<file path="src/hdl/usb_ctl_pkg.sv">
`default_nettype none

package usb_ctl_pkg;

  // Field widths of the decoder and encoder interfaces
  localparam int ADDR_W = 7;
  localparam int ENDP_W = 4;
  localparam int BYTE_W = 8;

  // A SETUP data packet always carries eight bytes
  localparam int SETUP_BYTES = 8;

  // Token types as reported by the packet decoder
  localparam logic [1:0] TOK_OUT = 2'b00;
  localparam logic [1:0] TOK_SOF = 2'b01;
  localparam logic [1:0] TOK_IN = 2'b10;
  localparam logic [1:0] TOK_SETUP = 2'b11;

  // Handshake types
  localparam logic [1:0] HSK_ACK = 2'b00;
  localparam logic [1:0] HSK_NAK = 2'b10;

  // Data packet types
  localparam logic [1:0] PID_DATA0 = 2'b00;
  localparam logic [1:0] PID_DATA1 = 2'b10;

  // Control transfer stages
  // DATA_TOK is also the status-token wait
  typedef enum logic [3:0] {
    IDLE = 4'h0,
    SETUP_RX = 4'h1,
    SETUP_ACK = 4'h2,
    DATA_TOK = 4'h3,
    DATO_RX = 4'h4,
    DATO_ACK = 4'h5,
    DATI_TX = 4'h6,
    DATI_ACK = 4'h7,
    STATUS_RX = 4'h8,
    STATUS_TX = 4'h9,
    STATUS_ACK = 4'ha
  } ctl_stage_t;

  // Setup packet, written as bytes in arrival order and read as fields
  // Byte 0 sits in the low bits, so it lands in the request type
  typedef union packed {
    logic [SETUP_BYTES-1:0][BYTE_W-1:0] bytes;
    struct packed {
      logic [BYTE_W-1:0] length_hi;
      logic [BYTE_W-1:0] length_lo;
      logic [BYTE_W-1:0] index_hi;
      logic [BYTE_W-1:0] index_lo;
      logic [BYTE_W-1:0] value_hi;
      logic [BYTE_W-1:0] value_lo;
      logic [BYTE_W-1:0] request;
      logic [BYTE_W-1:0] rtype;
    } fields;
  } setup_pkt_u;

endpackage

`default_nettype wire

</file>
<file path="src/hdl/setup_parser.sv">
`timescale 1ns/1ps
`default_nettype none

module setup_parser (
  input  wire                                 clock,
  input  wire                                 reset,
  input  wire                                 setup_clear_i,
  input  wire                                 setup_beat_i,
  input  wire                                 data_last_i,
  input  wire  [usb_ctl_pkg::BYTE_W-1:0]      usb_tdata_i,
  output logic                                setup_done_o,
  output logic                                dir_in_o,
  output logic                                ctl_start_o,
  output logic                                ctl_cycle_o,
  output logic [usb_ctl_pkg::BYTE_W-1:0]      ctl_rtype_o,
  output logic [usb_ctl_pkg::BYTE_W-1:0]      ctl_request_o,
  output logic [2*usb_ctl_pkg::BYTE_W-1:0]    ctl_value_o,
  output logic [2*usb_ctl_pkg::BYTE_W-1:0]    ctl_index_o,
  output logic [2*usb_ctl_pkg::BYTE_W-1:0]    ctl_length_o
);

  usb_ctl_pkg::setup_pkt_u pkt_q;

  // Byte pointer into the setup packet
  logic [$clog2(usb_ctl_pkg::SETUP_BYTES)-1:0] ptr_q;

  logic take_byte;

  // Bytes past the eighth are dropped
  assign take_byte = setup_beat_i && !setup_done_o;

  // Setup bytes, stored in arrival order
  always_ff @(posedge clock) begin
    if (reset) begin
      pkt_q <= '0;
    end else if (take_byte) begin
      pkt_q.bytes[ptr_q] <= usb_tdata_i;
    end
  end

  // Pointer, completion flag, start pulse and cycle flag
  always_ff @(posedge clock) begin
    if (reset || setup_clear_i) begin
      ptr_q <= '0;
      setup_done_o <= 1'b0;
      ctl_start_o <= 1'b0;
      ctl_cycle_o <= 1'b0;
    end else if (take_byte) begin
      ptr_q <= ptr_q + 1'b1;
      // Pointer all ones means this is the eighth byte
      if (&ptr_q) begin
        setup_done_o <= 1'b1;
        ctl_start_o <= 1'b1;
        ctl_cycle_o <= 1'b1;
      end
    end else begin
      ctl_start_o <= 1'b0;
      // Cycle ends with the last IN data beat
      if (data_last_i) begin
        ctl_cycle_o <= 1'b0;
      end
    end
  end

  // Request fields straight from the field view
  assign ctl_rtype_o = pkt_q.fields.rtype;
  assign ctl_request_o = pkt_q.fields.request;
  assign ctl_value_o = {pkt_q.fields.value_hi, pkt_q.fields.value_lo};
  assign ctl_index_o = {pkt_q.fields.index_hi, pkt_q.fields.index_lo};
  assign ctl_length_o = {pkt_q.fields.length_hi, pkt_q.fields.length_lo};

  // Device-to-host when bit 7 of the request type is set
  assign dir_in_o = pkt_q.fields.rtype[7];

endmodule

`default_nettype wire

</file>
<file path="src/hdl/ctl_stage_fsm.sv">
`timescale 1ns/1ps
`default_nettype none

module ctl_stage_fsm (
  input  wire                              clock,
  input  wire                              reset,
  input  wire  [usb_ctl_pkg::ADDR_W-1:0]   usb_addr_i,
  input  wire                              tok_recv_i,
  input  wire  [1:0]                       tok_type_i,
  input  wire  [usb_ctl_pkg::ADDR_W-1:0]   tok_addr_i,
  input  wire  [usb_ctl_pkg::ENDP_W-1:0]   tok_endp_i,
  input  wire                              hsk_recv_i,
  input  wire  [1:0]                       hsk_type_i,
  input  wire                              hsk_sent_i,
  input  wire                              usb_recv_i,
  input  wire  [1:0]                       usb_type_i,
  input  wire                              usb_tvalid_i,
  input  wire                              usb_tlast_i,
  input  wire                              ctl_tvalid_i,
  input  wire                              ctl_tlast_i,
  input  wire                              usb_tready_i,
  input  wire                              setup_done_i,
  input  wire                              dir_in_i,
  input  wire                              length_zero_i,
  output logic                             setup_clear_o,
  output logic                             setup_beat_o,
  output logic                             data_last_o,
  output logic                             rx_ack_req_o,
  output logic                             tx_req_o,
  output logic [1:0]                       tx_pid_o,
  output logic                             ctl_tready_o,
  output logic                             ctl_done_o
);

  usb_ctl_pkg::ctl_stage_t state_q;

  logic       recv_q;
  logic [1:0] rx_pid_q;
  logic       toggle_q;
  logic       status_wait_q;
  logic       tx_issued_q;
  logic       tok_match;
  logic       tok_in;
  logic       tok_out;
  logic       host_ack;
  logic       rx_zero;
  logic       rx_end;
  logic       rx_stage;

  // Tokens for our address on endpoint 0
  assign tok_match = tok_recv_i && tok_addr_i == usb_addr_i && tok_endp_i == '0;
  assign tok_in = tok_match && tok_type_i == usb_ctl_pkg::TOK_IN;
  assign tok_out = tok_match && tok_type_i == usb_ctl_pkg::TOK_OUT;

  assign host_ack = hsk_recv_i && hsk_type_i == usb_ctl_pkg::HSK_ACK;

  // Zero-length packet: tlast without valid one cycle after the header
  assign rx_zero = recv_q && !usb_tvalid_i && usb_tlast_i &&
                   rx_pid_q == usb_ctl_pkg::PID_DATA1;
  assign rx_end = (usb_tvalid_i && usb_tlast_i) || rx_zero;

  // Stages that answer a received packet with ACK
  assign rx_stage = state_q inside {usb_ctl_pkg::SETUP_RX, usb_ctl_pkg::DATO_RX,
                                    usb_ctl_pkg::STATUS_RX};

  // IN stream flows only during the data stage
  assign ctl_tready_o = state_q == usb_ctl_pkg::DATI_TX && usb_tready_i;
  assign data_last_o = ctl_tvalid_i && ctl_tready_o && ctl_tlast_i;

  // Decoder stream is always accepted
  assign setup_beat_o = state_q == usb_ctl_pkg::SETUP_RX && usb_tvalid_i;
  assign setup_clear_o = state_q == usb_ctl_pkg::IDLE;
  assign ctl_done_o = state_q == usb_ctl_pkg::IDLE;

  // Header strobe delayed to line up with the empty tlast
  always_ff @(posedge clock) begin
    if (reset) begin
      recv_q <= 1'b0;
    end else begin
      recv_q <= usb_recv_i;
    end
  end

  // PID of the packet being received
  always_ff @(posedge clock) begin
    if (usb_recv_i) begin
      rx_pid_q <= usb_type_i;
    end
  end

  // Request pulses toward the response block
  always_ff @(posedge clock) begin
    if (reset) begin
      rx_ack_req_o <= 1'b0;
      tx_req_o <= 1'b0;
    end else begin
      rx_ack_req_o <= rx_stage && rx_end;
      // One data send per IN packet, on its first valid beat
      tx_req_o <= (state_q == usb_ctl_pkg::DATI_TX && ctl_tvalid_i && !tx_issued_q) ||
                  state_q == usb_ctl_pkg::STATUS_TX;
    end
  end

  // PID that goes with tx_req
  always_ff @(posedge clock) begin
    if (state_q == usb_ctl_pkg::STATUS_TX) begin
      tx_pid_o <= usb_ctl_pkg::PID_DATA1;
    end else if (state_q == usb_ctl_pkg::DATI_TX) begin
      tx_pid_o <= toggle_q ? usb_ctl_pkg::PID_DATA1 : usb_ctl_pkg::PID_DATA0;
    end
  end

  // Stage sequencing
  always_ff @(posedge clock) begin
    if (reset) begin
      state_q <= usb_ctl_pkg::IDLE;
      toggle_q <= 1'b1;
      status_wait_q <= 1'b0;
      tx_issued_q <= 1'b0;
    end else begin
      case (state_q)
        usb_ctl_pkg::IDLE: begin
          status_wait_q <= 1'b0;
          // Anything but a matching SETUP is ignored
          if (tok_match && tok_type_i == usb_ctl_pkg::TOK_SETUP) begin
            state_q <= usb_ctl_pkg::SETUP_RX;
          end
        end
        usb_ctl_pkg::SETUP_RX: begin
          if (rx_end) begin
            state_q <= usb_ctl_pkg::SETUP_ACK;
          end
        end
        usb_ctl_pkg::SETUP_ACK: begin
          if (hsk_sent_i) begin
            // First data packet is DATA1
            toggle_q <= 1'b1;
            status_wait_q <= length_zero_i;
            // Short setup packet drops the transfer
            state_q <= setup_done_i ? usb_ctl_pkg::DATA_TOK : usb_ctl_pkg::IDLE;
          end
        end
        usb_ctl_pkg::DATA_TOK: begin
          tx_issued_q <= 1'b0;
          // Token in the request direction opens a data packet
          if (tok_in) begin
            state_q <= dir_in_i && !status_wait_q ? usb_ctl_pkg::DATI_TX :
                                                    usb_ctl_pkg::STATUS_TX;
          end else if (tok_out) begin
            state_q <= !dir_in_i && !status_wait_q ? usb_ctl_pkg::DATO_RX :
                                                     usb_ctl_pkg::STATUS_RX;
          end
        end
        usb_ctl_pkg::DATO_RX: begin
          if (rx_end) begin
            state_q <= usb_ctl_pkg::DATO_ACK;
          end
        end
        usb_ctl_pkg::DATO_ACK: begin
          // More OUT packets may follow
          if (hsk_sent_i) begin
            toggle_q <= !toggle_q;
            state_q <= usb_ctl_pkg::DATA_TOK;
          end
        end
        usb_ctl_pkg::DATI_TX: begin
          if (ctl_tvalid_i) begin
            tx_issued_q <= 1'b1;
          end
          if (data_last_o) begin
            state_q <= usb_ctl_pkg::DATI_ACK;
          end
        end
        usb_ctl_pkg::DATI_ACK: begin
          // Single IN packet, so an ACK leads to the status stage
          if (host_ack) begin
            toggle_q <= !toggle_q;
            status_wait_q <= 1'b1;
            state_q <= usb_ctl_pkg::DATA_TOK;
          end else if (hsk_recv_i || tok_recv_i) begin
            state_q <= usb_ctl_pkg::IDLE;
          end
        end
        usb_ctl_pkg::STATUS_RX: begin
          if (rx_end) begin
            state_q <= usb_ctl_pkg::STATUS_ACK;
          end
        end
        usb_ctl_pkg::STATUS_TX: begin
          // Zero-length DATA1 is requested on the way out
          state_q <= usb_ctl_pkg::STATUS_ACK;
        end
        usb_ctl_pkg::STATUS_ACK: begin
          // Host ACK for a sent status, our ACK for a received one
          if (host_ack || hsk_sent_i) begin
            state_q <= usb_ctl_pkg::IDLE;
          end
        end
        default: begin
          state_q <= usb_ctl_pkg::IDLE;
        end
      endcase
    end
  end

endmodule

`default_nettype wire

</file>
<file path="src/hdl/ctl_response.sv">
`timescale 1ns/1ps
`default_nettype none

module ctl_response (
  input  wire        clock,
  input  wire        reset,
  input  wire        rx_ack_req_i,
  input  wire        tx_req_i,
  input  wire  [1:0] tx_pid_i,
  input  wire        hsk_sent_i,
  input  wire        usb_busy_i,
  output logic       hsk_send_o,
  output logic       usb_send_o,
  output logic [1:0] usb_type_o
);

  // Handshake request
  // Encoder always sends ACK, so only the request itself is held
  always_ff @(posedge clock) begin
    if (reset) begin
      hsk_send_o <= 1'b0;
    end else if (rx_ack_req_i) begin
      hsk_send_o <= 1'b1;
    end else if (hsk_sent_i) begin
      // Dropped once the encoder reports it sent
      hsk_send_o <= 1'b0;
    end
  end

  // Data send request
  always_ff @(posedge clock) begin
    if (reset) begin
      usb_send_o <= 1'b0;
    end else if (tx_req_i) begin
      usb_send_o <= 1'b1;
    end else if (usb_busy_i) begin
      // Busy means the encoder has taken the request
      usb_send_o <= 1'b0;
    end
  end

  // PID captured with the request, stable while it is pending
  always_ff @(posedge clock) begin
    if (tx_req_i) begin
      usb_type_o <= tx_pid_i;
    end
  end

endmodule

`default_nettype wire

</file>
<file path="src/hdl/control_transfer.sv">
`timescale 1ns/1ps
`default_nettype none

module control_transfer (
  input  wire                                 clock,
  input  wire                                 reset,
  // Configured device address
  input  wire  [usb_ctl_pkg::ADDR_W-1:0]      usb_addr_i,
  // Transfer status and request fields
  output logic                                ctl_done_o,
  output logic                                ctl_start_o,
  output logic                                ctl_cycle_o,
  output logic [usb_ctl_pkg::BYTE_W-1:0]      ctl_rtype_o,
  output logic [usb_ctl_pkg::BYTE_W-1:0]      ctl_request_o,
  output logic [2*usb_ctl_pkg::BYTE_W-1:0]    ctl_value_o,
  output logic [2*usb_ctl_pkg::BYTE_W-1:0]    ctl_index_o,
  output logic [2*usb_ctl_pkg::BYTE_W-1:0]    ctl_length_o,
  // IN data from the application
  input  wire                                 ctl_tvalid_i,
  output logic                                ctl_tready_o,
  input  wire                                 ctl_tlast_i,
  input  wire  [usb_ctl_pkg::BYTE_W-1:0]      ctl_tdata_i,
  // Decoder side
  input  wire                                 tok_recv_i,
  input  wire  [1:0]                          tok_type_i,
  input  wire  [usb_ctl_pkg::ADDR_W-1:0]      tok_addr_i,
  input  wire  [usb_ctl_pkg::ENDP_W-1:0]      tok_endp_i,
  input  wire                                 hsk_recv_i,
  input  wire  [1:0]                          hsk_type_i,
  input  wire                                 usb_recv_i,
  input  wire  [1:0]                          usb_type_i,
  input  wire                                 usb_tvalid_i,
  input  wire                                 usb_tlast_i,
  input  wire  [usb_ctl_pkg::BYTE_W-1:0]      usb_tdata_i,
  // Encoder side
  output logic                                hsk_send_o,
  input  wire                                 hsk_sent_i,
  output logic                                usb_send_o,
  output logic [1:0]                          usb_type_o,
  input  wire                                 usb_busy_i,
  output logic                                usb_tvalid_o,
  input  wire                                 usb_tready_i,
  output logic                                usb_tlast_o,
  output logic [usb_ctl_pkg::BYTE_W-1:0]      usb_tdata_o
);

  logic       setup_clear;
  logic       setup_beat;
  logic       data_last;
  logic       setup_done;
  logic       dir_in;
  logic       length_zero;
  logic       rx_ack_req;
  logic       tx_req;
  logic [1:0] tx_pid;

  // IN data goes straight to the encoder
  // Ready back to the application is gated by the stage machine
  assign usb_tvalid_o = ctl_tvalid_i;
  assign usb_tlast_o = ctl_tlast_i;
  assign usb_tdata_o = ctl_tdata_i;

  // No data stage when wLength is zero
  assign length_zero = ctl_length_o == '0;

  setup_parser u_parser (
    .clock         (clock),
    .reset         (reset),
    .setup_clear_i (setup_clear),
    .setup_beat_i  (setup_beat),
    .data_last_i   (data_last),
    .usb_tdata_i   (usb_tdata_i),
    .setup_done_o  (setup_done),
    .dir_in_o      (dir_in),
    .ctl_start_o   (ctl_start_o),
    .ctl_cycle_o   (ctl_cycle_o),
    .ctl_rtype_o   (ctl_rtype_o),
    .ctl_request_o (ctl_request_o),
    .ctl_value_o   (ctl_value_o),
    .ctl_index_o   (ctl_index_o),
    .ctl_length_o  (ctl_length_o)
  );

  ctl_stage_fsm u_stage (
    .clock         (clock),
    .reset         (reset),
    .usb_addr_i    (usb_addr_i),
    .tok_recv_i    (tok_recv_i),
    .tok_type_i    (tok_type_i),
    .tok_addr_i    (tok_addr_i),
    .tok_endp_i    (tok_endp_i),
    .hsk_recv_i    (hsk_recv_i),
    .hsk_type_i    (hsk_type_i),
    .hsk_sent_i    (hsk_sent_i),
    .usb_recv_i    (usb_recv_i),
    .usb_type_i    (usb_type_i),
    .usb_tvalid_i  (usb_tvalid_i),
    .usb_tlast_i   (usb_tlast_i),
    .ctl_tvalid_i  (ctl_tvalid_i),
    .ctl_tlast_i   (ctl_tlast_i),
    .usb_tready_i  (usb_tready_i),
    .setup_done_i  (setup_done),
    .dir_in_i      (dir_in),
    .length_zero_i (length_zero),
    .setup_clear_o (setup_clear),
    .setup_beat_o  (setup_beat),
    .data_last_o   (data_last),
    .rx_ack_req_o  (rx_ack_req),
    .tx_req_o      (tx_req),
    .tx_pid_o      (tx_pid),
    .ctl_tready_o  (ctl_tready_o),
    .ctl_done_o    (ctl_done_o)
  );

  ctl_response u_resp (
    .clock        (clock),
    .reset        (reset),
    .rx_ack_req_i (rx_ack_req),
    .tx_req_i     (tx_req),
    .tx_pid_i     (tx_pid),
    .hsk_sent_i   (hsk_sent_i),
    .usb_busy_i   (usb_busy_i),
    .hsk_send_o   (hsk_send_o),
    .usb_send_o   (usb_send_o),
    .usb_type_o   (usb_type_o)
  );

endmodule

`default_nettype wire

</file>
<file path="config.mk">
export PLATFORM = sky130hd
export DESIGN_NAME = control_transfer
export DESIGN_NICKNAME = d
export VERILOG_FILES = /design/src/hdl/usb_ctl_pkg.sv /design/src/hdl/setup_parser.sv /design/src/hdl/ctl_stage_fsm.sv /design/src/hdl/ctl_response.sv /design/src/hdl/control_transfer.sv
export SDC_FILE = /design/constraint.sdc
export NUM_CORES = 1
export LEC_CHECK = 0
export BUFFER_PORTS_ARGS = -buffer_cell sky130_fd_sc_hd__buf_2
export CAP_MARGIN = 0
export CORE_MARGIN = 10
export CORE_UTILIZATION = 49
export DETAILED_ROUTE_END_ITERATION = 8
export HOLD_SLACK_MARGIN = 0.12
export PLACE_DENSITY = 0.79
export SETUP_SLACK_MARGIN = 0.3
export SLEW_MARGIN = 40
export SYNTH_ARGS = -nofsm -noshare
export SYNTH_HDL_FRONTEND = slang
export SYNTH_SLANG_ARGS = --single-unit
</file>
<file path="constraint.sdc">
create_clock -name clock -period 2.01 [get_ports clock]
set_input_delay 0.402 -clock clock [delete_from_list [all_inputs] [get_ports clock]]
set_output_delay 0.402 -clock clock [all_outputs]
set_load 0.05 [all_outputs]
</file>
Word-level counts from Yosys, hierarchy flattened
Cells that the tools add are included.
- $add $sub $neg: 1
- magnitude comparators: 2
- eq/ne operators: 27
- muxes and demuxes: 36
- bitwise operators: 1
- reductions and logical operators: 52
- operators with widths (kind ; number):
    $bwmux 64 ; 1
    $mux 4 ; 14
    $pmux 4 s11 ; 1
    $demux 8 s3 ; 1
    $logic_and 1x1->1 ; 21
    $eq 4x3->1 const B ; 4
    $logic_not 16->1 ; 1
    $mux 1 ; 13
    $eq 4x4->1 const B ; 3
    $ne 2x1->1 const B ; 6
    $ne 2x2->1 const B ; 5
    $reduce_and 10->1 ; 1
    $reduce_bool 3->1 ; 3
    $eq 4x2->1 const B ; 2
    $logic_not 4->1 ; 2
    $mux 8 ; 1
    $reduce_and 4->1 ; 2
    $reduce_bool 2->1 ; 4
    $eq 7x7->1 ; 1
    $eq 2x2->1 const B ; 3
    $logic_not 1->1 ; 6
    $ne 3x1->1 const B ; 2
    $pmux 1 s3 ; 2
    $reduce_and 3->1 ; 2
    other kinds (11) ; 18
- flip-flop bits (word level): 88
- bits of input ports: 52
- output and inout port bits: 82
- logic and storage cells: 136

Logic depth before layout (Yosys ltp)
Gate-level depths: netlist of run 1.
- depth after elaboration: 7
- mapped depth: 9
- gate-level depth less buffers: 6

Modules after synthesis
Synthesis of run 1 repeated with hierarchy kept, for this count alone.
- cell total of the unflattened synthesis: 411
- area total of the unflattened synthesis: 4060.1 um2
- modules (own cells, without submodules) (module ; times used ; cells an instance ; area an instance (um2) ; sequential area each (um2)):
    setup_parser ; 1 ; 258 ; 2797.7 ; 1401.3
    ctl_stage_fsm ; 1 ; 128 ; 1023.5 ; 280.3
    ctl_response ; 1 ; 10 ; 130.1 ; 100.1
    control_transfer ; 1 ; 15 ; 108.9 ; 0.0

Worst setup path after synthesis of run 1
Ideal clock, no wire load.
- path type: input to register
- from: input hsk_type_i[1]
- to: register u_stage.state_q[0]
- setup time: 0.115 ns
- data arrival time: 1.690 ns
- required time: 1.895 ns
- path slack: 0.205 ns
- cell stages on the path: 6
- buffers on the path: 0
- cells stage by stage: nor3b_1 -> nor4_1 -> a221oi_1 -> nand3_1 -> o41ai_1 -> o21ba_2
- word-level cells in the longest chain between the ends: 5
- elaborated cells on any way between the ends: 8
- those cells by class: 2 x eq/ne; 2 x mux; 4 x reduce/logical
- RTL lines (what ; line ; source):
    start: declaration ; control_transfer.sv:29 ; input wire [1:0] hsk_type_i,
    $logic_not 2->1 * ; ctl_stage_fsm.sv:55 ; assign host_ack = hsk_recv_i && hsk_type_i == usb_ctl_pkg::HSK_ACK;
    $logic_and 1x1->1 * ; ctl_stage_fsm.sv:55 ;
    $logic_or 1x1->1 ; ctl_stage_fsm.sv:195 ; if (host_ack || hsk_sent_i) begin
    $ne 2x1->1 (no line) ; n/a ;
    $reduce_and 10->1 (no line) ; n/a ;
    end signal: assignment ; ctl_stage_fsm.sv:191 ; state_q <= usb_ctl_pkg::STATUS_ACK;
    end signal: assignment ; ctl_stage_fsm.sv:196 ; state_q <= usb_ctl_pkg::IDLE;
    end signal: assignment ; ctl_stage_fsm.sv:200 ; state_q <= usb_ctl_pkg::IDLE;
    end: declaration ; ctl_stage_fsm.sv:35 ; usb_ctl_pkg::ctl_stage_t state_q;
Every way passes the cells marked *; elsewhere a longest branch is shown, timed or not.
A chain may end at the register's enable or synchronous reset.

Final worst setup path of run 1
- from: register u_stage.state_q[2]
- to: register u_stage.state_q[1]
- word-level cells in the longest chain between the ends: 6
- elaborated cells on any way between the ends: 26
- those cells by class: 20 x eq/ne; 1 x mux; 5 x reduce/logical
- RTL lines (what ; line ; source):
    start signal: assignment ; ctl_stage_fsm.sv:116 ; state_q <= usb_ctl_pkg::IDLE;
    start signal: assignment ; ctl_stage_fsm.sv:126 ; state_q <= usb_ctl_pkg::SETUP_RX;
    start signal: assignment ; ctl_stage_fsm.sv:131 ; state_q <= usb_ctl_pkg::SETUP_ACK;
    $eq 4x3->1 ; ctl_stage_fsm.sv:67, ctl_stage_fsm.sv:121 ;
    $logic_and 1x1->1 ; ctl_stage_fsm.sv:67 ; assign ctl_tready_o = state_q == usb_ctl_pkg::DATI_TX && usb_tready_i;
    $logic_and 1x1->1 (2 in a row) ; ctl_stage_fsm.sv:68 ; assign data_last_o = ctl_tvalid_i && ctl_tready_o && ctl_tlast_i;
    $ne 2x2->1 (no line) ; n/a ;
    $reduce_and 10->1 (no line) ; n/a ;
Parallel ways exist; a longest one is shown, timed or not.

==> summary.md, run 1 <==
| Metric | Value |
|---|---|
| WHS | `0.219 ns` |
| Fin crit period | `1.78 ns` |
| Max Cap Viol | `0` |
| VDD IR max | `438 uV` |
| Setup ws final | `0.233 ns` |
| Vias per std cell | `5.15` |
| Max-slew violations | `0` |
| Synth area leader | `dfxtp_1` |
| Worst Skew | `0.00612 ns` |
| Distinct cells, synth | `48` |
| Dpl hpwl | `7.42 mm` |
| Hold-fix buffers, CTS | `0` |
| Hold/Removal Path Class | `in -> reg` |
| Syn avg cell area | `9.38 um^2` |
| Top cell type's share of synthesized area | `44.7%` |
| Ant. Diodes | `0` |
| Remaining DRCs | `0` |
| Power Dens Cells | `657 mW/mm^2` |
| Setup Viol. Count Final | `0` |
| Worst path slowest cell | `dfxtp_4` |
| TNS Setup | `0 ns` |
| Fmax achieved | `563 MHz` |
| Most common cell after layout, fill and taps aside | `buf_2` |
| DR WL/cell | `16.8 um` |
| Fill cells | `561` |
| CTS sink cnt | `86` |
| Congestion Overflow GR | `0` |
| EDFF count, synth | `3` |
| Clock Tree Root | `clkbuf_8` |
| Area contributors post-synth | `dfxtp_1, mux2i_1, nor2_1` |
| Net total in the final layout | `567` |
| CTS tree | `built` |
| Post-Layout Inst Area | `0.00486 mm^2` |
| Worst path max stage delay | `0.37 ns` |
| Drt pass-1 iters | `4` |
| Synth warnings | `0` |
| Highest routed metal layer | `met4` |
| Crit path DAT | `2.06 ns` |
| Die X-Extent | `107 um` |
| Crit-path max FO | `4` |
| DR WL met2 | `4.90 mm` |
| Layout cells sized above 1 | `37.3%` |
| LEAKAGE | `2.33 nW` |
| Die Span Y | `107 um` |
| Ys flop type | `dfxtp_1` |
| H-tree depth | `3` |
| Critical path required time | `2.29 ns` |
| Antenna violations before repair | `0` |
| Critical path type | `reg -> reg` |
| Buffers added on ports | `116` |
| Clk slew on worst S/H paths | `0.09 ns` |
| Via count | `3179` |
| DIE AREA | `0.0115 mm^2` |
| Metal-1 WL | `4.24 mm` |
| CP Launch Type | `register` |
| FF+latch count, synth | `86` |
| First DRT Iteration DRCs | `128` |
| Placed Area | `0.00434 mm^2` |
| Crit-path cells | `buf_12 > buf_4 > nand2_1 > o22ai_1 > a221oi_1 > nand3_2 > buf_6 > nor2_4 > mux2i_1` |
| Final GP Congestion | `0.833` |
| Routed Antenna Nets | `0` |
| Synth Instances | `396` |
| Area growth syn-to-layout | `30.8%` |
| Skew-Pair Late Insertion Delay | `0.36 ns` |
| RSZ-0062 raised after global routing | `yes` |
| WL met3 | `1.06 mm` |
| Initial Utilization | `50.7%` |
| Vias in the first global route | `3156` |
| Largest net degree at the start of global routing | `44` |
| Commonest cells after routing, fill and taps aside | `buf_2, nor2_1, dfxtp_1` |
| Critical Path End Type | `register` |
| Drt total wl | `10.4 mm` |
| Pre-CTS setup slack | `0.0708 ns` |
| Clock buffer depth | `2` |
| Total track usage | `17.0%` |
| Final Hold Vio Count | `0` |
| Status | `finished, final reports clean` |
| Syn Nets | `450` |
| Num CTS Buffers | `9` |
| Top-level I/O count | `134` |
| CORE AREA | `0.00733 mm^2` |
| Sequential-to-total area share from yosys stat | `47.1%` |
| Mapped Area | `0.00372 mm^2` |
| First-pass GRT wire length | `15.8 mm` |
| Row count | `31` |
| Period utilization | `88.4%` |
| Ys async rst share | `0%` |
## cells by family (layout without fill, tap and decap cells)
group                      count (synthesis)  in the layout  share of synthesized area, %
buffers and inverters                     50            172                          6.90
muxes                                     67             67                          18.0
and+or+nand+nor                          143            143                          18.6
adders and majority gates                  2              2                         0.673
xor gates and xnor gates                   9              9                          2.12
AOI/OAI and AO/OA                         38             38                          6.43
other                                      1              1                         0.101
DFF                                       86             86                          47.1
## cells in the mapped netlist, types with 2 or more instances
| cell | number |
|---|---|
| a21oi_1 | 13 |
| inv_1 | 9 |
| o32a_1 | 2 |
| buf_2 | 7 |
| nand4b_1 | 3 |
| nand2_1 | 18 |
| buf_4 | 16 |
| edfxtp_1 | 3 |
| mux2i_1 | 67 |
| nand2b_1 | 4 |
| and2_1 | 2 |
| a22oi_1 | 2 |
| nor3b_1 | 3 |
| ha_1 | 2 |
| xnor2_1 | 7 |
| nand3_1 | 5 |
| clkbuf_1 | 17 |
| xor2_1 | 2 |
| nand4_1 | 3 |
| nor4_1 | 4 |
| nor3_1 | 8 |
| o21ai_0 | 11 |
| dfxtp_1 | 83 |
| nor2_1 | 81 |
## area by class of cell
class	instances	area (um^2)	area share (%)
multi-input cells	260	1830	37.7
flip-flops and latches	86	1760	36.3
repair buffers	147	886	18.2
clock buffers	10	149	3.06
well taps	99	124	2.55
clock inverters	6	73.8	1.52
inverters	9	33.8	0.695
## registers in the layout (all words and copies together) (netlist names)
| register | flops |
|---|---|
| u_resp.usb_send_o | 1 |
| u_stage.state_q | 4 |
| u_stage.tx_req_o | 1 |
| u_resp.hsk_send_o | 1 |
| u_stage.rx_ack_req_o | 1 |
| u_stage.recv_q | 1 |
| u_stage.toggle_q | 1 |
| u_parser.pkt_q | 64 |
| u_parser.ptr_q | 3 |
| u_resp.usb_type_o | 1 |
| u_stage.tx_pid_o | 1 |
| u_stage.tx_issued_q | 1 |
| u_parser.ctl_cycle_o | 1 |
| u_stage.status_wait_q | 1 |
| u_parser.setup_done_o | 1 |
| u_stage.rx_pid_q | 2 |
| u_parser.ctl_start_o | 1 |
## timing repair
action / 4_1_cts / 5_1_grt
pin swaps: 4 / 12
resized for setup: 24 / 26
hold endpoints to repair: 0 / 0
setup endpoints to repair: 70 / 39
buffers inserted: 6 / 8
## path summary, 6_finish.rpt
kind                         from                  end  slack, ns  depth (start not counted)
max            u_stage.state_q[2]   u_stage.state_q[1]       0.23                          9
min                 usb_type_i[1]  u_stage.rx_pid_q[1]       0.22                          1
max reg2reg    u_stage.state_q[2]   u_stage.state_q[1]       0.23                          9
min reg2reg  u_stage.rx_ack_req_o    u_resp.hsk_send_o       0.46                          2
## worst max-delay path, delay by kind of cell (launching register included)
family	cells	cell delay [ns]
AO/OA/AOI/OAI	2	0.40
buffers and inverters	3	0.40
flip-flops	1	0.37
multiplexers	1	0.19
AND/OR/NAND/NOR	3	0.34
## power by group
group | total [mW] | internal, mW | switching [mW]
Combinational | 0.162 | 0.0587 | 0.104
Sequential | 1.71 | 1.71 | 0.00136
Clock | 1.32 | 0.667 | 0.648
Total | 3.19 | 2.44 | 0.753
## through the flow
stage	instances	utilization (%)	power (mW)
finish	617	66.3	3.19
global route	617	66.3	3.30
CTS	609	64.1	3.21
detailed placement	587	59.3	1.91
global placement	587	59.3	1.91
floorplan	396	-	1.89
## routing by layer
layer	GRT usage (%)	vias up
met1	19.9	1462
met3	6.71	18
li1	-	1571
met2	27.7	128
met5	0	-
met4	5.71	0
No activity file was read; power rests on OpenSTA's default activity.
==> run 2: changes to the inputs <==
CORE_ASPECT_RATIO = 1.75   (was default)
HOLD_SLACK_MARGIN = default   (was 0.12)
==> summary.md, run 2 (synthesis results as in run 1) <==
| Metric | Value |
|---|---|
| Clk slew on worst S/H paths | `0.06 ns` |
| Initial Utilization | `49.8%` |
| Largest register FFs | `64` |
| Row count | `42` |
| Period utilization | `89.6%` |
| Vias in the first global route | `3213` |
| Routed Antenna Nets | `0` |
| Commonest cells after routing, fill and taps aside | `buf_2, nor2_1, dfxtp_1` |
| CTS tree | `built` |
| Critical Path End Type | `register` |
| Via count | `3278` |
| Worst Skew | `0.00484 ns` |
| Most common cell after layout, fill and taps aside | `buf_2` |
| WHS | `0.249 ns` |
| Crit-path cells | `and4bb_2 > nand2b_1 > nor4_4 > nand4b_1 > a221o_1 > mux2i_1` |
| Final Hold Vio Count | `0` |
| Largest registers | `u_parser.pkt_q (64), u_stage.state_q (4), u_parser.ptr_q (3)` |
| Util after Layout | `65.5%` |
| Congestion Overflow GR | `0` |
| Remaining DRCs | `0` |
| First-pass GRT wire length | `16.2 mm` |
| Max Cap Viol | `0` |
| Final GP Congestion | `0.889` |
| Die X-Extent | `85.8 um` |
| VDD IR max | `805 uV` |
| Drt total wl | `10.7 mm` |
| Hold-fix buffers, CTS | `0` |
| Critical path type | `reg -> reg` |
| Buf+Inv Stages, Crit Path | `0` |
| Crit path DAT | `2.06 ns` |
| Total track usage | `17.4%` |
| Hold/Removal Path Class | `in -> reg` |
| Fin crit period | `1.80 ns` |
| TNS Setup | `0 ns` |
| Antenna violations before repair | `0` |
| Clock buffer depth | `2` |
| LEAKAGE | `2.34 nW` |
| Drt pass-1 iters | `4` |
| H-tree depth | `3` |
| CTS sink cnt | `86` |
| CP Launch Type | `register` |
| Net total in the final layout | `567` |
| RSZ-0062 raised after global routing | `yes` |
| Worst path slowest cell | `a221o_1` |
| Vias per std cell | `5.41` |
| Die Span Y | `135 um` |
| Tot Pwr | `3.48 mW` |
| CORE AREA | `0.00746 mm^2` |
| Buffers added on ports | `116` |
| Critical path required time | `2.27 ns` |
| Pre-CTS setup slack | `-0.0255 ns` |
| Ant. Diodes | `0` |
| Layout cells sized above 1 | `36.9%` |
| Largest net degree at the start of global routing | `36` |
| Fmax achieved | `555 MHz` |
| Crit-path max FO | `6` |
| Setup ws final | `0.210 ns` |
| Fill cells | `595` |
| Max-slew violations | `0` |
| Clock Tree Root | `clkbuf_16` |
| Top reg by flops | `u_parser.pkt_q` |
| Worst path max stage delay | `0.38 ns` |
| Power Dens Cells | `712 mW/mm^2` |
| Top-level I/O count | `134` |
| Area growth syn-to-layout | `31.5%` |
| DR WL/cell | `17.7 um` |
| Status | `finished, final reports clean` |
| DIE AREA | `0.0116 mm^2` |
| Num CTS Buffers | `9` |
| Dpl hpwl | `7.91 mm` |
| Skew-Pair Late Insertion Delay | `0.33 ns` |
| Setup Viol. Count Final | `0` |
| Crit path max-delay family | `simple AND/OR/NAND/NOR gates` |
| First DRT Iteration DRCs | `140` |
-- run 2: worst register-to-register path: stages, from the launching register on --
cell and delay, ns:
dfxtp_4 0.37, and4bb_2 0.34, nand2b_1 0.10, nor4_4 0.18, nand4b_1 0.21, a221o_1 0.38
mux2i_1 0.15
-- run 2: cell type report --
type	count	area, um^2	share of cell area, %
clock inverter	4	30.0	0.614
clock buffer	12	267	5.45
inverter	9	33.8	0.691
tap	88	110	2.25
sequential	86	1770	36.1
multi-input combinational	260	1800	36.9
timing repair buffer	147	877	17.9
-- run 2: path summary, 6_finish.rpt --
| path | startpoint | end | slack (ns) | cells past startpoint |
|---|---|---|---|---|
| setup reg to reg | u_stage.state_q[2] | u_stage.state_q[1] | 0.21 | 6 |
| hold / removal | usb_type_i[1] | u_stage.rx_pid_q[1] | 0.25 | 1 |
| hold reg to reg | u_stage.rx_ack_req_o | u_resp.hsk_send_o | 0.44 | 2 |
| setup / recovery | u_stage.state_q[2] | u_stage.state_q[1] | 0.21 | 6 |
-- run 2: timing repair --
item	CTS	global route
setup endpoints to repair	70	50
gates resized for setup	26	17
buffers inserted	9	4
pin swaps	9	8
-- run 2: layer usage --
metal	routed length, um	GRT usage (%)
met5	0	0
met4	411	10.8
met3	825	5.90
met2	5580	30.3
met1	3910	17.1
-- run 2: through the flow --
stage	instance area (um^2)	instances
after detailed placement	4350	577
after global routing	4890	606
final	4890	606
after floorplan	3720	396
after CTS	4790	602
after global placement	4350	577
-- run 2: power breakdown --
group | switching, mW | internal [mW]
Sequential | 0.00137 | 1.71
Combinational | 0.107 | 0.0586
Clock | 0.656 | 0.940
Total | 0.764 | 2.71
==> run 3: changes to the inputs <==
PLACE_DENSITY = default   (was 0.79)
PLACE_DENSITY_LB_ADDON = 0.08   (was default)
==> summary.md, run 3 (synthesis results as in run 1) <==
| Metric | Value |
|---|---|
| Crit path DAT | `1.41 ns` |
| Critical path type | `reg -> out` |
| Logic pwr share | `4.7%` |
| Max-slew violations | `0` |
| RSZ-0062 raised after global routing | `yes` |
| Total track usage | `17.7%` |
| DR WL/cell | `17.7 um` |
| Most common cell after layout, fill and taps aside | `buf_2` |
| Most used cell, CP | `buf_6` |
| Placed Instances | `577` |
| Clock buffer depth | `2` |
| Ant. Diodes | `0` |
| Buffers added on ports | `116` |
| CTS tree | `built` |
| Fin crit period | `1.81 ns` |
| Area growth syn-to-layout | `36.1%` |
| Hold/Removal Path Class | `in -> reg` |
| Skew-Pair Late Insertion Delay | `0.33 ns` |
| Power Dens Cells | `714 mW/mm^2` |
| Via count | `3247` |
| Crit-path cells | `buf_6 > buf_6 > nor3_4 > and2_4 > buf_8` |
| Die Span Y | `135 um` |
| H-tree depth | `3` |
| Clk slew on worst S/H paths | `0.06 ns` |
| Final Hold Vio Count | `0` |
| Vias in the first global route | `3282` |
| Buf+Inv Stages, Crit Path | `3` |
| Crit-path max FO | `5` |
| CORE AREA | `0.00746 mm^2` |
| First-pass GRT wire length | `16.5 mm` |
| CP Launch Type | `register` |
| Finished Layout Cells | `615` |
| Routed Antenna Nets | `0` |
| Period utilization | `90.0%` |
| R2r startpoint | `u_stage.state_q[1]` |
| Drt total wl | `10.9 mm` |
| CTS sink cnt | `86` |
| Critical Path End Type | `output pin` |
| Clock Tree Root | `clkbuf_16` |
| Remaining DRCs | `0` |
| Largest registers | `u_parser.pkt_q (64), u_stage.state_q (4), u_parser.ptr_q (3)` |
| Final GP Congestion | `0.889` |
| Net total in the final layout | `576` |
| Congestion Overflow GR | `0` |
| DIE AREA | `0.0116 mm^2` |
| First DRT Iteration DRCs | `152` |
| Psw | `0.763 mW` |
| Setup Viol. Count Final | `0` |
| Status | `finished, final reports clean` |
| Internal | `2.85 mW` |
| Largest net degree at the start of global routing | `45` |
| Crit path max-delay family | `buffers and inverters` |
| Worst path max stage delay | `0.36 ns` |
| Vias per std cell | `5.28` |
| Layout cells sized above 1 | `39.3%` |
| Largest register FFs | `64` |
| CP startpoint | `u_stage.state_q[0]` |
| Worst path slowest cell | `dfxtp_4` |
| Top reg by flops | `u_parser.pkt_q` |
| Die X-Extent | `85.8 um` |
| Row count | `42` |
| R2R Setup Slk | `0.27 ns` |
| TNS Setup | `0 ns` |
| Dpl hpwl | `7.71 mm` |
| Critical path destination | `ctl_tready_o` |
| Commonest cells after routing, fill and taps aside | `buf_2, nor2_1, dfxtp_1` |
| Critical path required time | `1.61 ns` |
| VDD IR max | `694 uV` |
| Drt pass-1 iters | `4` |
| Reg power frac | `47.5%` |
| Num CTS Buffers | `9` |
| Sw Share | `21.1%` |
| Initial Utilization | `49.8%` |
| Worst Skew | `0.00502 ns` |
| WP depth | `5` |
| LEAKAGE | `2.43 nW` |
| Reg2Reg Capture Point | `u_parser.pkt_q[48]` |
| Clock power frac | `47.8%` |
| Top-level I/O count | `134` |
| R2R depth | `9` |
| Max Cap Viol | `0` |
| Antenna violations before repair | `0` |
| Fmax achieved | `553 MHz` |
[run 3: through the flow]
stage               hold slack (ns)  total power [mW]  util, %  cell area (um^2)  setup slack (ns)
finish                        0.243              3.61     67.8              5060             0.201
global route                  0.229              3.74     67.8              5060             0.167
CTS                           0.233              3.63     64.9              4840             0.240
detailed placement            0.432              1.92     58.3              4350            0.0975
global placement              0.421              1.91     58.3              4350             0.147
floorplan                     0.413              1.89        -              3720             0.306
[run 3: layer usage]
metal | share of wire, % | GRT usage (%) | up-vias
li1 | - | - | 1582
met1 | 38 | 18.1 | 1522
met3 | 6.8 | 6.20 | 30
met4 | 3.3 | 8.55 | 0
met5 | 0 | 0 | -
met2 | 52 | 31.1 | 113
[run 3: worst register-to-register path: cells and delay by family (launching register included)]
family / cells / cell delay (ns)
buffers and inverters: 3 / 0.40
muxes: 1 / 0.23
DFF: 1 / 0.32
and+or+nand+nor: 5 / 0.66
[run 3: what timing repair did]
action,CTS,global route
cloned,1,0
setup endpoints to repair,52,52
pin swaps,7,15
setup buffers,9,12
hold buffers,0,0
gates resized for setup,28,30
[run 3: cell type report]
cell class,count,area [um^2]
fill,613,2400
multi-input combinational,260,1870
sequential,86,1760
timing repair buffer,156,963
clock buffer,12,268
tap,88,110
clock inverter,4,52.6
inverter,9,33.8
[run 3: how the worst min path moves through the flow]
stage | start | endpoint | slack (ns) | cells after the start
finish | usb_type_i[0] | u_stage.rx_pid_q[0] | 0.24 | 1
global route | usb_type_i[0] | u_stage.rx_pid_q[0] | 0.23 | 1
CTS | usb_type_i[0] | u_stage.rx_pid_q[0] | 0.23 | 1
detailed placement | u_stage.rx_ack_req_o | u_resp.hsk_send_o | 0.43 | 2
global placement | u_stage.rx_ack_req_o | u_resp.hsk_send_o | 0.42 | 2
floorplan | u_stage.rx_ack_req_o | u_resp.hsk_send_o | 0.41 | 2
[run 3: power by group through the flow]
stage / Sequential (mW) / Combinational (mW) / Clock, mW
after floorplan: 1.76 / 0.129 / 0
after global placement: 1.76 / 0.157 / 0
after detailed placement: 1.76 / 0.160 / 0
after CTS: 1.72 / 0.164 / 1.75
after global routing: 1.72 / 0.182 / 1.84
final: 1.72 / 0.171 / 1.73
